[src/include/roulette_config.svh]
//-------------------------------------------------
// Game constants for the roulette round controller
// Included by the package and by every block that
// decodes keys or checks bet limits
//-------------------------------------------------
`ifndef ROULETTE_CONFIG_SVH
`define ROULETTE_CONFIG_SVH

//-------------------------------------------------
// Keypad codes
//-------------------------------------------------
// Digits 0..9 use their own value
`define KEY_DIGIT_MAX 9
// Confirm key '*'
`define KEY_STAR 10
// Clear key '#'
`define KEY_HASH 11

//-------------------------------------------------
// Bet limits
//-------------------------------------------------
// Largest number of picks in one round
`define MAX_PICKS 4
// Pick numbers run from 1 up to this value
`define PICK_MAX 8

//-------------------------------------------------
// Money
//-------------------------------------------------
`define MONEY_W 16
// Balance at or above this value clears the game
`define CLEAR_MONEY 10000

`endif

[src/logic/roulette_pkg.sv]
//-------------------------------------------------
// Shared types of the roulette round controller
// Import with a wildcard in the module header
//-------------------------------------------------
`include "roulette_config.svh"

package roulette_pkg;

    //-------------------------------------------------
    // Value types
    //-------------------------------------------------
    // Keypad code, digits plus '*' and '#'
    typedef logic [3:0] key_t;

    // Money amount, decimal entry wraps at this width
    typedef logic [`MONEY_W-1:0] money_t;

    // Bet count, or number of picks entered so far
    typedef logic [2:0] count_t;

    // One pick number
    typedef logic [3:0] pick_t;

    //-------------------------------------------------
    // Round states
    //-------------------------------------------------
    // Codes are fixed, the display side reads them raw
    typedef enum logic [3:0] {
        IDLE         = 4'd0,
        BET_MONEY    = 4'd1,
        BET_SELECT   = 4'd2,
        NUMBER_INPUT = 4'd3,
        START_SPIN   = 4'd4,
        SLOW_DOWN    = 4'd5,
        STOP_RESULT  = 4'd6,
        WIN_DISPLAY  = 4'd7,
        LOSE_DISPLAY = 4'd8,
        UPDATE_MONEY = 4'd9,
        CHECK_MONEY  = 4'd10,
        NEXT_STAGE   = 4'd11,
        GAME_OVER    = 4'd12,
        GAME_CLEAR   = 4'd13
    } game_state_t;

endpackage

[src/logic/bet_amount_entry.sv]
//-------------------------------------------------
// Bet amount entry, active only in BET_MONEY
// Builds the amount from decimal keys and decides
// on '*' whether it can be confirmed
//-------------------------------------------------
`include "roulette_config.svh"

module bet_amount_entry import roulette_pkg::*; (
    input  logic        clk,
    input  logic        rst,
    input  logic        key_valid,
    input  key_t        key_value,
    input  game_state_t state,
    input  money_t      current_money,
    input  logic        reset_round,
    output money_t      bet_amount,
    output logic        amount_accept,
    output logic        amount_clear
);

    //-------------------------------------------------
    // Key decode
    //-------------------------------------------------
    logic   active;
    logic   key_digit;
    logic   key_star;
    logic   key_hash;
    logic   amount_legal;
    money_t amount_next;

    // Round restart wins over any key in the same cycle
    assign active    = (state == BET_MONEY) && key_valid && !reset_round;

    assign key_digit = active && (key_value <= key_t'(`KEY_DIGIT_MAX));
    assign key_star  = active && (key_value == key_t'(`KEY_STAR));
    assign key_hash  = active && (key_value == key_t'(`KEY_HASH));

    //-------------------------------------------------
    // Confirm decision
    //-------------------------------------------------
    // Nonzero and covered by the current balance
    assign amount_legal  = (bet_amount != '0) && (bet_amount <= current_money);

    assign amount_accept = key_star && amount_legal;

    // Hash always clears, a star clears only when refused
    assign amount_clear  = key_hash || (key_star && !amount_legal);

    //-------------------------------------------------
    // Decimal accumulator
    //-------------------------------------------------
    // Ten times the amount as 8x + 2x, plus the new digit
    // Result wraps at the money width
    assign amount_next = (bet_amount << 3) + (bet_amount << 1) + money_t'(key_value);

    always_ff @(posedge clk or posedge rst) begin
        if (rst) begin
            bet_amount <= '0;
        end else if (reset_round) begin
            // New round starts from an empty amount
            bet_amount <= '0;
        end else if (amount_clear) begin
            bet_amount <= '0;
        end else if (key_digit) begin
            bet_amount <= amount_next;
        end
    end

endmodule

[src/logic/pick_entry.sv]
//-------------------------------------------------
// Bet count selection and pick number entry
// Active in BET_SELECT and NUMBER_INPUT, holds the
// picks in entry order for the hit check
//-------------------------------------------------
`include "roulette_config.svh"

module pick_entry import roulette_pkg::*; (
    input  logic        clk,
    input  logic        rst,
    input  logic        key_valid,
    input  key_t        key_value,
    input  game_state_t state,
    input  logic        reset_round,
    output count_t      bet_count,
    output pick_t       pick0,
    output pick_t       pick1,
    output pick_t       pick2,
    output pick_t       pick3,
    output logic        count_accept,
    output logic        picks_accept,
    output logic        pick_clear
);

    //-------------------------------------------------
    // Key decode per state
    //-------------------------------------------------
    logic   key_live;
    logic   sel_active;
    logic   num_active;
    logic   key_star;
    logic   key_hash;
    logic   count_key;
    logic   pick_key;
    logic   count_legal;
    logic   picks_legal;
    logic   count_clear;
    logic   picks_clear;
    logic   pick_write;
    count_t picks_entered;

    // Keys are dropped in the restart cycle
    assign key_live   = key_valid && !reset_round;
    assign sel_active = key_live && (state == BET_SELECT);
    assign num_active = key_live && (state == NUMBER_INPUT);

    assign key_star   = (key_value == key_t'(`KEY_STAR));
    assign key_hash   = (key_value == key_t'(`KEY_HASH));

    // Count keys 1..MAX_PICKS, pick keys 1..PICK_MAX
    assign count_key  = (key_value >= key_t'(1)) && (key_value <= key_t'(`MAX_PICKS));
    assign pick_key   = (key_value >= key_t'(1)) && (key_value <= key_t'(`PICK_MAX));

    //-------------------------------------------------
    // Confirm decisions
    //-------------------------------------------------
    assign count_legal = (bet_count >= count_t'(1)) && (bet_count <= count_t'(`MAX_PICKS));

    // All requested picks entered, and a count was chosen
    assign picks_legal = (picks_entered == bet_count) && (bet_count != '0);

    assign count_accept = sel_active && key_star && count_legal;
    assign picks_accept = num_active && key_star && picks_legal;

    assign count_clear  = sel_active && (key_hash || (key_star && !count_legal));
    assign picks_clear  = num_active && (key_hash || (key_star && !picks_legal));

    assign pick_clear   = count_clear || picks_clear;

    // Extra picks past the bet count are ignored
    assign pick_write   = num_active && pick_key && (picks_entered < bet_count);

    //-------------------------------------------------
    // Bet count register
    //-------------------------------------------------
    always_ff @(posedge clk or posedge rst) begin
        if (rst) begin
            bet_count <= '0;
        end else if (reset_round || count_clear) begin
            bet_count <= '0;
        end else if (sel_active && count_key) begin
            // Last valid count key wins
            bet_count <= count_t'(key_value);
        end
    end

    //-------------------------------------------------
    // Pick slots, filled in order
    //-------------------------------------------------
    always_ff @(posedge clk or posedge rst) begin
        if (rst) begin
            picks_entered <= '0;
            pick0         <= '0;
            pick1         <= '0;
            pick2         <= '0;
            pick3         <= '0;
        end else if (reset_round || picks_clear) begin
            picks_entered <= '0;
            pick0         <= '0;
            pick1         <= '0;
            pick2         <= '0;
            pick3         <= '0;
        end else if (pick_write) begin
            // Next free slot is given by the entry count
            case (picks_entered)
                count_t'(0): pick0 <= pick_t'(key_value);
                count_t'(1): pick1 <= pick_t'(key_value);
                count_t'(2): pick2 <= pick_t'(key_value);
                default:     pick3 <= pick_t'(key_value);
            endcase
            picks_entered <= picks_entered + count_t'(1);
        end
    end

endmodule

[src/logic/game_fsm.sv]
//-------------------------------------------------
// Round state machine of the roulette game
// Steps on accept strobes from the entry blocks and
// on roulette and money flags, and owns all pulses
//-------------------------------------------------
`include "roulette_config.svh"

module game_fsm import roulette_pkg::*; (
    input  logic        clk,
    input  logic        rst,
    input  logic        key_valid,
    input  key_t        key_value,
    input  logic        amount_accept,
    input  logic        count_accept,
    input  logic        picks_accept,
    input  logic        amount_clear,
    input  logic        pick_clear,
    input  logic        spin_done,
    input  logic        win_flag,
    input  logic        money_zero,
    input  logic        money_10000,
    output game_state_t state,
    output logic        clear_input,
    output logic        start_spin,
    output logic        update_money_req,
    output logic        reset_round
);

    game_state_t state_next;
    logic        key_star;
    logic        round_restart;

    assign key_star = key_valid && (key_value == key_t'(`KEY_STAR));

    //-------------------------------------------------
    // Restart decode
    //-------------------------------------------------
    // A star in a waiting state starts a fresh round
    always_comb begin
        case (state)
            IDLE,
            NEXT_STAGE,
            GAME_OVER,
            GAME_CLEAR: round_restart = key_star;
            default:    round_restart = 1'b0;
        endcase
    end

    //-------------------------------------------------
    // Next state
    //-------------------------------------------------
    always_comb begin
        state_next = state;

        case (state)
            IDLE: begin
                if (key_star) begin
                    state_next = BET_MONEY;
                end
            end

            // Entry states move only on a legal confirm
            BET_MONEY: begin
                if (amount_accept) begin
                    state_next = BET_SELECT;
                end
            end

            BET_SELECT: begin
                if (count_accept) begin
                    state_next = NUMBER_INPUT;
                end
            end

            NUMBER_INPUT: begin
                if (picks_accept) begin
                    state_next = START_SPIN;
                end
            end

            START_SPIN: state_next = SLOW_DOWN;

            // Roulette decides how long the wheel runs
            SLOW_DOWN: begin
                if (spin_done) begin
                    state_next = STOP_RESULT;
                end
            end

            // Hit check result is valid here
            STOP_RESULT: begin
                if (win_flag) begin
                    state_next = WIN_DISPLAY;
                end else begin
                    state_next = LOSE_DISPLAY;
                end
            end

            WIN_DISPLAY:  state_next = UPDATE_MONEY;
            LOSE_DISPLAY: state_next = UPDATE_MONEY;
            UPDATE_MONEY: state_next = CHECK_MONEY;

            // Empty balance beats the clear threshold
            CHECK_MONEY: begin
                if (money_zero) begin
                    state_next = GAME_OVER;
                end else if (money_10000) begin
                    state_next = GAME_CLEAR;
                end else begin
                    state_next = NEXT_STAGE;
                end
            end

            NEXT_STAGE: begin
                if (key_star) begin
                    state_next = BET_MONEY;
                end
            end

            GAME_OVER,
            GAME_CLEAR: begin
                if (key_star) begin
                    state_next = IDLE;
                end
            end

            // Unused codes fall back to the start
            default: state_next = IDLE;
        endcase
    end

    //-------------------------------------------------
    // State and pulse registers
    //-------------------------------------------------
    always_ff @(posedge clk or posedge rst) begin
        if (rst) begin
            state            <= IDLE;
            clear_input      <= 1'b0;
            start_spin       <= 1'b0;
            update_money_req <= 1'b0;
            reset_round      <= 1'b0;
        end else begin
            state            <= state_next;
            // Keypad buffer clear after any refused or cleared entry
            clear_input      <= amount_clear || pick_clear;
            // Wheel start lines up with the first SLOW_DOWN cycle
            start_spin       <= (state == START_SPIN);
            // High for exactly the UPDATE_MONEY cycle
            update_money_req <= (state_next == UPDATE_MONEY);
            reset_round      <= round_restart;
        end
    end

endmodule

[src/logic/roulette_ctrl_top.sv]
//-------------------------------------------------
// Top of the roulette round controller
// Joins the state machine with the two entry blocks
//-------------------------------------------------
module roulette_ctrl_top import roulette_pkg::*; (
    input  logic        clk,
    input  logic        rst,
    input  logic        key_valid,
    input  key_t        key_value,
    input  logic        spin_done,
    input  logic        win_flag,
    input  logic        money_zero,
    input  logic        money_10000,
    input  money_t      current_money,
    output game_state_t state,
    output money_t      bet_amount,
    output count_t      bet_count,
    output pick_t       pick0,
    output pick_t       pick1,
    output pick_t       pick2,
    output pick_t       pick3,
    output logic        clear_input,
    output logic        start_spin,
    output logic        update_money_req,
    output logic        reset_round
);

    // Confirm and clear strobes from the entry blocks
    logic amount_accept;
    logic amount_clear;
    logic count_accept;
    logic picks_accept;
    logic pick_clear;

    //-------------------------------------------------
    // Round sequencing
    //-------------------------------------------------
    game_fsm i_game_fsm (
        .clk              (clk),
        .rst              (rst),
        .key_valid        (key_valid),
        .key_value        (key_value),
        .amount_accept    (amount_accept),
        .count_accept     (count_accept),
        .picks_accept     (picks_accept),
        .amount_clear     (amount_clear),
        .pick_clear       (pick_clear),
        .spin_done        (spin_done),
        .win_flag         (win_flag),
        .money_zero       (money_zero),
        .money_10000      (money_10000),
        .state            (state),
        .clear_input      (clear_input),
        .start_spin       (start_spin),
        .update_money_req (update_money_req),
        .reset_round      (reset_round)
    );

    //-------------------------------------------------
    // Bet entry
    //-------------------------------------------------
    bet_amount_entry i_bet_amount_entry (
        .clk           (clk),
        .rst           (rst),
        .key_valid     (key_valid),
        .key_value     (key_value),
        .state         (state),
        .current_money (current_money),
        .reset_round   (reset_round),
        .bet_amount    (bet_amount),
        .amount_accept (amount_accept),
        .amount_clear  (amount_clear)
    );

    pick_entry i_pick_entry (
        .clk          (clk),
        .rst          (rst),
        .key_valid    (key_valid),
        .key_value    (key_value),
        .state        (state),
        .reset_round  (reset_round),
        .bet_count    (bet_count),
        .pick0        (pick0),
        .pick1        (pick1),
        .pick2        (pick2),
        .pick3        (pick3),
        .count_accept (count_accept),
        .picks_accept (picks_accept),
        .pick_clear   (pick_clear)
    );

endmodule

[config.mk]
export PLATFORM = sky130hd
export DESIGN_NAME = roulette_ctrl_top
export DESIGN_NICKNAME = d
export VERILOG_FILES = /design/src/logic/roulette_pkg.sv /design/src/logic/bet_amount_entry.sv /design/src/logic/pick_entry.sv /design/src/logic/game_fsm.sv /design/src/logic/roulette_ctrl_top.sv
export VERILOG_INCLUDE_DIRS = /design/src /design/src/include
export SDC_FILE = /design/constraint.sdc
export NUM_CORES = 1
export LEC_CHECK = 0
export BUFFER_PORTS_ARGS = -buffer_cell sky130_fd_sc_hd__buf_2
export CORE_AREA = 2 2 106 108
export CTS_BUF_LIST = sky130_fd_sc_hd__clkbuf_2 sky130_fd_sc_hd__clkbuf_4 sky130_fd_sc_hd__clkbuf_8
export DETAILED_ROUTE_END_ITERATION = 16
export DIE_AREA = 0 0 108 110
export HOLD_SLACK_MARGIN = 0.12
export PLACE_DENSITY = 0.55
export REMOVE_ABC_BUFFERS = 1
export SLEW_MARGIN = 20
export SYNTH_ARGS = -nofsm -noshare
export SYNTH_HDL_FRONTEND = slang
export SYNTH_SLANG_ARGS = --single-unit
[constraint.sdc]
create_clock -name clk -period 2.45 [get_ports clk]
set_input_delay 0.245 -clock clk [delete_from_list [all_inputs] [get_ports clk]]
set_output_delay 0.245 -clock clk [all_outputs]
set_load 0.02 [all_outputs]
==> results.json, run 1 <==
{
  "run_status": "finished, violations left",
  "violations": "negative setup slack",
  "hold_viol_final": 0,
  "core_area_sq_um": 10700,
  "whs_ns": 0.311,
  "cpPeakStageDelay_ns": 0.57,
  "grt_pass1_wl_um": 16500,
  "io_buffers": 69,
  "p_int_mw": 3.01,
  "switching_share_pct": 46.3,
  "ant_nets": 0,
  "period_share_pct": 105,
  "cp.depth": 10,
  "hp-class": "input pin to flop",
  "grt_max_degree": 33,
  "power_density_nw_per_um2": 1180,
  "overflow": 0,
  "hpwl_um": 7720,
  "timing.rr.start": "i_bet_amount_entry.bet_amount[0]",
  "slew_headroom_pct": 66.3,
  "cp_top_family": "adder cells",
  "rsz0062_at_grt": "yes",
  "totalWireLength_um": 10000,
  "crit_path_cell_trace": "fa_2 -> inv_2 -> fa_2 -> nor2b_2 -> o31a_1 -> o32ai_2 -> o31ai_1 -> a21oi_1 -> xnor2_1 -> o21a_1",
  "p_leak_nw": 2.43,
  "startpoint": "i_bet_amount_entry.bet_amount[0]",
  "first_iter_violations": 167,
  "route.detailed.vias_per_inst": 5.02,
  "ctsLongestPathBuffers": 2,
  "final-setup-viol-count": 4,
  "drc_errors": 0,
  "dieArea_sq_um": 11900,
  "synth_ff_type": "dfrtp_1",
  "avgRoutedWirePerCell_um": 15.0,
  "syn_area_sq_um": 3700,
  "drive_above_1_share_pct": 32.3,
  "pwr-share-clk_pct": 8.9,
  "root_buffer": "clkbuf_8",
  "end_kind": "flop",
  "path_clk_slew_ns": 0.10,
  "cp_num_buf_inv": 1,
  "async_flop_share_pct": 100,
  "grt_usage_pct": 17.5,
  "cts_buffers": 5,
  "rr_worst_depth": 10,
  "vias": 3366,
  "p_sw_mw": 2.60,
  "fin_worst_skew_ns": 0.00648,
  "worstReg2RegEnd": "i_bet_amount_entry.bet_amount[14]",
  "htree_levels": 2,
  "worstPathRequired_ns": 2.65,
  "critPathMostFrequentCell": "fa_2",
  "crit_fanout": 3,
  "slew_viol_final": 0,
  "synth_seq_cells": 46,
  "startpoint_type": "flop",
  "grt_pass1_vias": 3335,
  "ir_worst_vdd_mv": 0.409,
  "initial_utilization_pct": 34.6,
  "finalCriticalPeriod_ns": 2.58,
  "ys_types": 64,
  "die_x_um": 108,
  "timing.reg2reg.setup_slack_ns": -0.13,
  "maxCapViolCount": 0,
  "yosysSeqAreaShare_pct": 31.1,
  "seq_power_share_pct": 21.7,
  "io_pins": 70,
  "nNetsFinal": 607,
  "clock_latency_ns": 0.31,
  "max_slew.worst_pin.slew_ns": 0.506,
  "insertedDiodeCount": 0,
  "fillers": 1083,
  "yosys_warnings": 0,
  "antenna_found_initial": 0,
  "crit_path_top_delay_cell": "fa_2",
  "first_pass_iters": 5,
  "die_h_um": 110,
  "clock.fmax_mhz": 388,
  "utilization_pct": 44.3,
  "synth_edf_count": 0,
  "area_delta_synth_final_pct": 28.2,
  "gp_congestion": 0.861,
  "clock_sinks": 46,
  "crit_end": "i_bet_amount_entry.bet_amount[14]",
  "worstPathArrival_ns": 2.78,
  "crit_type": "flop to flop",
  "syn_inst": 418,
  "cts_tree": "yes",
  "syn_area_per_cell_sq_um": 8.85,
  "rows": 38,
  "comb_power_share_pct": 69.4,
  "finalWorstSetupSlack_ns": -0.125
}
cell usage after synthesis, types with 2 or more instances:
library cell / count / area [sq um]
xor2_1: 4 / 35.0
a22oi_1: 2 / 15.0
or2_2: 2 / 12.5
dfrtp_1: 46 / 1150
nor4_1: 4 / 25.0
nand3_1: 14 / 70.1
o31ai_1: 2 / 15.0
o21a_1: 3 / 22.5
buf_6: 3 / 33.8
nor3_1: 6 / 30.0
mux2i_1: 4 / 40.0
a21o_1: 7 / 52.6
nor2_1: 31 / 116
a211o_1: 4 / 35.0
nand4_1: 5 / 31.3
o211ai_1: 2 / 15.0
buf_2: 4 / 20.0
clkbuf_1: 7 / 26.3
a31oi_1: 3 / 18.8
nor2_2: 3 / 18.8
xnor2_1: 10 / 87.6
a21oi_2: 8 / 70.1
o21ai_0: 12 / 60.1
fa_1: 2 / 40.0
inv_1: 30 / 113
nand2_1: 45 / 169
mux2_2: 3 / 33.8
a211oi_1: 5 / 37.5
nand2b_1: 10 / 62.6
o22ai_1: 3 / 18.8
or3_1: 3 / 18.8
a21oi_1: 40 / 200
nor2b_1: 10 / 62.6
nor3b_1: 2 / 15.0
mux2_1: 2 / 22.5
ha_1: 49 / 613
power groups by stage:
stage | clock network, mW | logic [mW] | registers, mW
3_3_place_gp | 0 | 3.54 | 1.22
3_5_place_dp | 0 | 3.56 | 1.23
6_report | 0.499 | 3.89 | 1.22
2_1_floorplan | 0 | 1.95 | 1.63
5_1_grt | 0.549 | 4.39 | 1.26
4_1_cts | 0.523 | 3.65 | 1.22
metal layers:
metal  vias to the layer above  wire [um]  track usage, %
met2                        54       4960            30.1
met1                      1599       4750            23.4
li1                       1702          -               -
met4                         0        123            4.40
met3                        11        210            2.12
met5                         -          0               0
sequential cells by signal, indices dropped and copies added, names as in the netlist:
name,cells
i_game_fsm.start_spin,1
i_pick_entry.pick1,4
i_pick_entry.picks_entered,3
i_pick_entry.bet_count,3
i_pick_entry.pick0,4
i_game_fsm.state,4
i_game_fsm.update_money_req,1
i_bet_amount_entry.bet_amount,16
i_pick_entry.pick2,4
i_pick_entry.pick3,4
i_game_fsm.reset_round,1
i_game_fsm.clear_input,1
worst min-delay path, delay by kind of cell:
family / cells / cell delay, ns
compound gates: 2 / 0.19
buf+inv: 1 / 0.10
simple gates: 1 / 0.05
cells in the final DEF, fill, tap and decap left out, types with 3 or more instances in the layout:
cell type / count
a211o_1: 4
a21oi_2: 9
a21oi_1: 39
a21o_1: 7
a31oi_1: 3
nand4_1: 5
o21a_1: 3
o21ai_0: 11
nand2b_1: 10
buf_2: 69
nand3_1: 14
inv_1: 27
nor2b_1: 9
nor4_1: 4
dfrtp_1: 46
ha_4: 5
inv_2: 3
nor3_1: 6
xnor2_1: 10
nand2_1: 45
nor2_2: 3
mux2_2: 3
ha_1: 44
buf_4: 45
xor2_1: 4
clkbuf_8: 5
nor2_1: 30
mux2i_1: 4
a211oi_1: 3
cell type report:
cell class                      count  area, sq um  share of cell area [%]
Multi-Input combinational cell    328         2470                    52.0
Sequential cell                    46         1150                    24.3
Timing Repair Buffer              118          744                    15.7
Tap cell                          140          175                    3.69
Inverter                           30          113                    2.38
Clock buffer                        6         76.3                    1.61
Clock inverter                      2         13.8                   0.290
logic make-up after synthesis:
family / share of synthesized area [%]
adders and majority gates: 17.7
AOI/OAI and AO/OA: 19.2
buffers and inverters: 5.21
xor gates and xnor gates: 3.32
and+or+nand+nor: 20.8
muxes: 2.61
DFF: 31.1
per-stage QoR:
stage | setup slack [ns] | cells | setup TNS, ns | instance area (sq um) | power (mW)
CTS | -0.116 | 666 | -0.155 | 4630 | 5.39
global placement | -0.211 | 657 | -0.780 | 4490 | 4.76
global route | -0.276 | 670 | -1.15 | 4740 | 6.20
detailed placement | -0.290 | 657 | -1.19 | 4490 | 4.79
floorplan | -0.271 | 404 | -0.746 | 3620 | 3.57
finish | -0.125 | 670 | -0.254 | 4740 | 5.61
how the worst min path moves through the flow:
stage	from	end	depth (start not counted)
floorplan	key_value[1]	i_pick_entry.pick3[1]	2
global placement	rst	i_pick_entry.pick3[2]	2
detailed placement	rst	i_pick_entry.pick3[2]	2
CTS	win_flag	i_game_fsm.state[3]	4
global route	spin_done	i_game_fsm.state[1]	5
finish	win_flag	i_game_fsm.state[3]	4
what timing repair did:
| action | 4_1_cts | 5_1_grt |
|---|---|---|
| hold buffers | 1 | 0 |
| gates resized for setup | 9 | 13 |
| endpoints found under the setup margin | 9 | 11 |
| hold endpoints to repair | 14 | 0 |
| pin swaps | 10 | 23 |
| setup buffers | 0 | 4 |
No activity file was read; power rests on OpenSTA's default activity.
==> run 2: changes to the inputs <==
CORE_AREA = 2 2 93 95   (was 2 2 106 108)
DIE_AREA = 0 0 95 97   (was 0 0 108 110)
PLACE_DENSITY = 0.69   (was 0.55)
==> run 2 against run 1 <==
- the run still ends with negative setup slack left
- sequential power grew 3%
- clock skew grew 0.0021 ns
- clock power shrank 4.4%
- largest power group unchanged
- critical path depth is the same
- combinational power shrank 3%
==> results.json, run 2 (synthesis results as in run 1) <==
{
  "run_status": "finished, violations left",
  "violations": "negative setup slack",
  "rsz0062_at_grt": "yes",
  "core_area_sq_um": 8130,
  "avgRoutedWirePerCell_um": 15.2,
  "power_density_nw_per_um2": 1210,
  "hp-class": "input pin to flop",
  "clock_latency_ns": 0.30,
  "cts_buffers": 5,
  "vias": 3400,
  "hp-start": "win_flag",
  "multi_input_area_sq_um": 2430,
  "end_kind": "flop",
  "route.detailed.vias_per_inst": 5.41,
  "insertedDiodeCount": 0,
  "dp_slack_ns": -0.245,
  "slew_headroom_pct": 60.2,
  "startpoint_type": "flop",
  "p_leak_nw": 2.38,
  "rr_worst_depth": 10,
  "root_buffer": "clkbuf_8",
  "hpwl_um": 7270,
  "first_iter_violations": 174,
  "grt_usage_pct": 20.9,
  "clock.fmax_mhz": 393,
  "clock_sinks": 46,
  "grt_max_degree": 47,
  "worstPathArrival_ns": 2.73,
  "crit_type": "flop to flop",
  "htree_levels": 2,
  "min_path_cells": 4,
  "initial_utilization_pct": 45.5,
  "layout_commonest_cell": "buf_2",
  "ant_nets": 0,
  "fin_worst_skew_ns": 0.00853,
  "finalCriticalPeriod_ns": 2.54,
  "die_x_um": 95,
  "hold_viol_final": 0,
  "timing.reg2reg.setup_slack_ns": -0.09,
  "timing.rr.start": "i_bet_amount_entry.bet_amount[2]",
  "final_cells": 628,
  "largest_reg_flops": 16,
  "finalWorstSetupSlack_ns": -0.0917,
  "dieArea_sq_um": 9220,
  "top_register": "i_bet_amount_entry.bet_amount",
  "grt_pass1_vias": 3212,
  "grt_pass1_wl_um": 15400,
  "slew_viol_final": 0,
  "fin_total_pwr_mw": 5.53,
  "mostFrequentLayoutCells": "69 x buf_2, 46 x dfrtp_1, 45 x nand2_1, 45 x ha_1, 40 x buf_4",
  "drc_errors": 0,
  "crit_fanout": 3,
  "cts_tree": "yes",
  "rows": 33,
  "worstReg2RegEnd": "i_bet_amount_entry.bet_amount[14]",
  "first_pass_iters": 4,
  "area_delta_synth_final_pct": 23.9,
  "max_slew.worst_pin.slew_ns": 0.598,
  "path_clk_slew_ns": 0.09,
  "ir_worst_vdd_mv": 0.497,
  "antenna_found_initial": 0,
  "place_inst": 615,
  "totalWireLength_um": 9520,
  "nNetsFinal": 600,
  "register_area_sq_um": 1150,
  "overflow": 0,
  "drive_above_1_share_pct": 30.6,
  "maxCapViolCount": 0,
  "fillers": 748,
  "ctsLongestPathBuffers": 2,
  "io_buffers": 69,
  "final-setup-viol-count": 2,
  "worstPathRequired_ns": 2.63,
  "gp_congestion": 0.952,
  "holdPathEnd": "i_game_fsm.state[3]",
  "die_h_um": 97,
  "io_pins": 70,
  "period_share_pct": 104
}
run 2: changes by cell type in the layout (fill, tap and decap cells not counted), sizes merged:
cell      before  now
clkbuf         6    5
clkinvlp       0    1
clkinv         2    3
buf          117  110
inv           30   29
run 2: worst max path at each step:
stage / from / endpoint / slack, ns / cells after the start
finish: i_bet_amount_entry.bet_amount[2] / i_bet_amount_entry.bet_amount[14] / -0.09 / 10
global route: i_bet_amount_entry.bet_amount[2] / i_bet_amount_entry.bet_amount[14] / -0.22 / 10
CTS: i_bet_amount_entry.bet_amount[2] / i_bet_amount_entry.bet_amount[14] / -0.07 / 10
detailed placement: key_value[3] / i_bet_amount_entry.bet_amount[14] / -0.24 / 11
global placement: key_value[3] / i_bet_amount_entry.bet_amount[14] / -0.19 / 11
floorplan: i_bet_amount_entry.bet_amount[0] / i_bet_amount_entry.bet_amount[14] / -0.27 / 10
run 2: critical path: stages, from the launching register on:
cell and delay [ns]:
dfrtp_1 0.41, fa_1 0.55, inv_2 0.05, fa_2 0.34, nor2b_2 0.14, o31a_1 0.18
o32ai_2 0.11, o31ai_1 0.23, a21oi_1 0.11, xnor2_1 0.13, o21a_1 0.18
run 2: report_power, final:
group | total [mW] | internal, mW | switching [mW]
Sequential | 1.26 | 1.02 | 0.241
Combinational | 3.79 | 1.71 | 2.08
Clock | 0.477 | 0.201 | 0.276
run 2: repair_timing:
action	CTS	global route
gates resized for setup	11	7
pin swaps	12	10
setup buffers	3	2
endpoints found under the setup margin	8	13
hold endpoints to repair	24	0
hold buffers	1	0
gates cloned	0	0
run 2: per-layer routing:
| metal | track usage [%] | share of wire [%] | wire length [um] |
|---|---|---|---|
| met1 | 29.0 | 48 | 4530 |
| met2 | 33.8 | 48 | 4590 |
| met3 | 3.35 | 3.6 | 342 |
| met4 | 4.79 | 0.64 | 61 |
| met5 | 0 | 0 | 0 |
run 2: layout make-up:
| type | instances | share of cell area, % |
|---|---|---|
| sequential | 46 | 25.1 |
| tap | 105 | 2.87 |
| clock buffer | 5 | 1.50 |
| clock inverter | 3 | 0.464 |
| inverter | 30 | 2.46 |
| multi-input combinational | 328 | 53.0 |
| timing repair buffer | 111 | 14.6 |
run 2: metrics by stage:
stage / area [sq um] / hold WS (ns) / TNS, ns / utilization, %
2_1_floorplan: 3620 / 0.398 / -0.746 / -
3_3_place_gp: 4370 / 0.436 / -0.515 / 53.7
3_5_place_dp: 4370 / 0.444 / -0.884 / 53.7
4_1_cts: 4540 / 0.305 / -0.149 / 55.9
5_1_grt: 4580 / 0.340 / -0.751 / 56.3
6_report: 4580 / 0.309 / -0.109 / 56.3
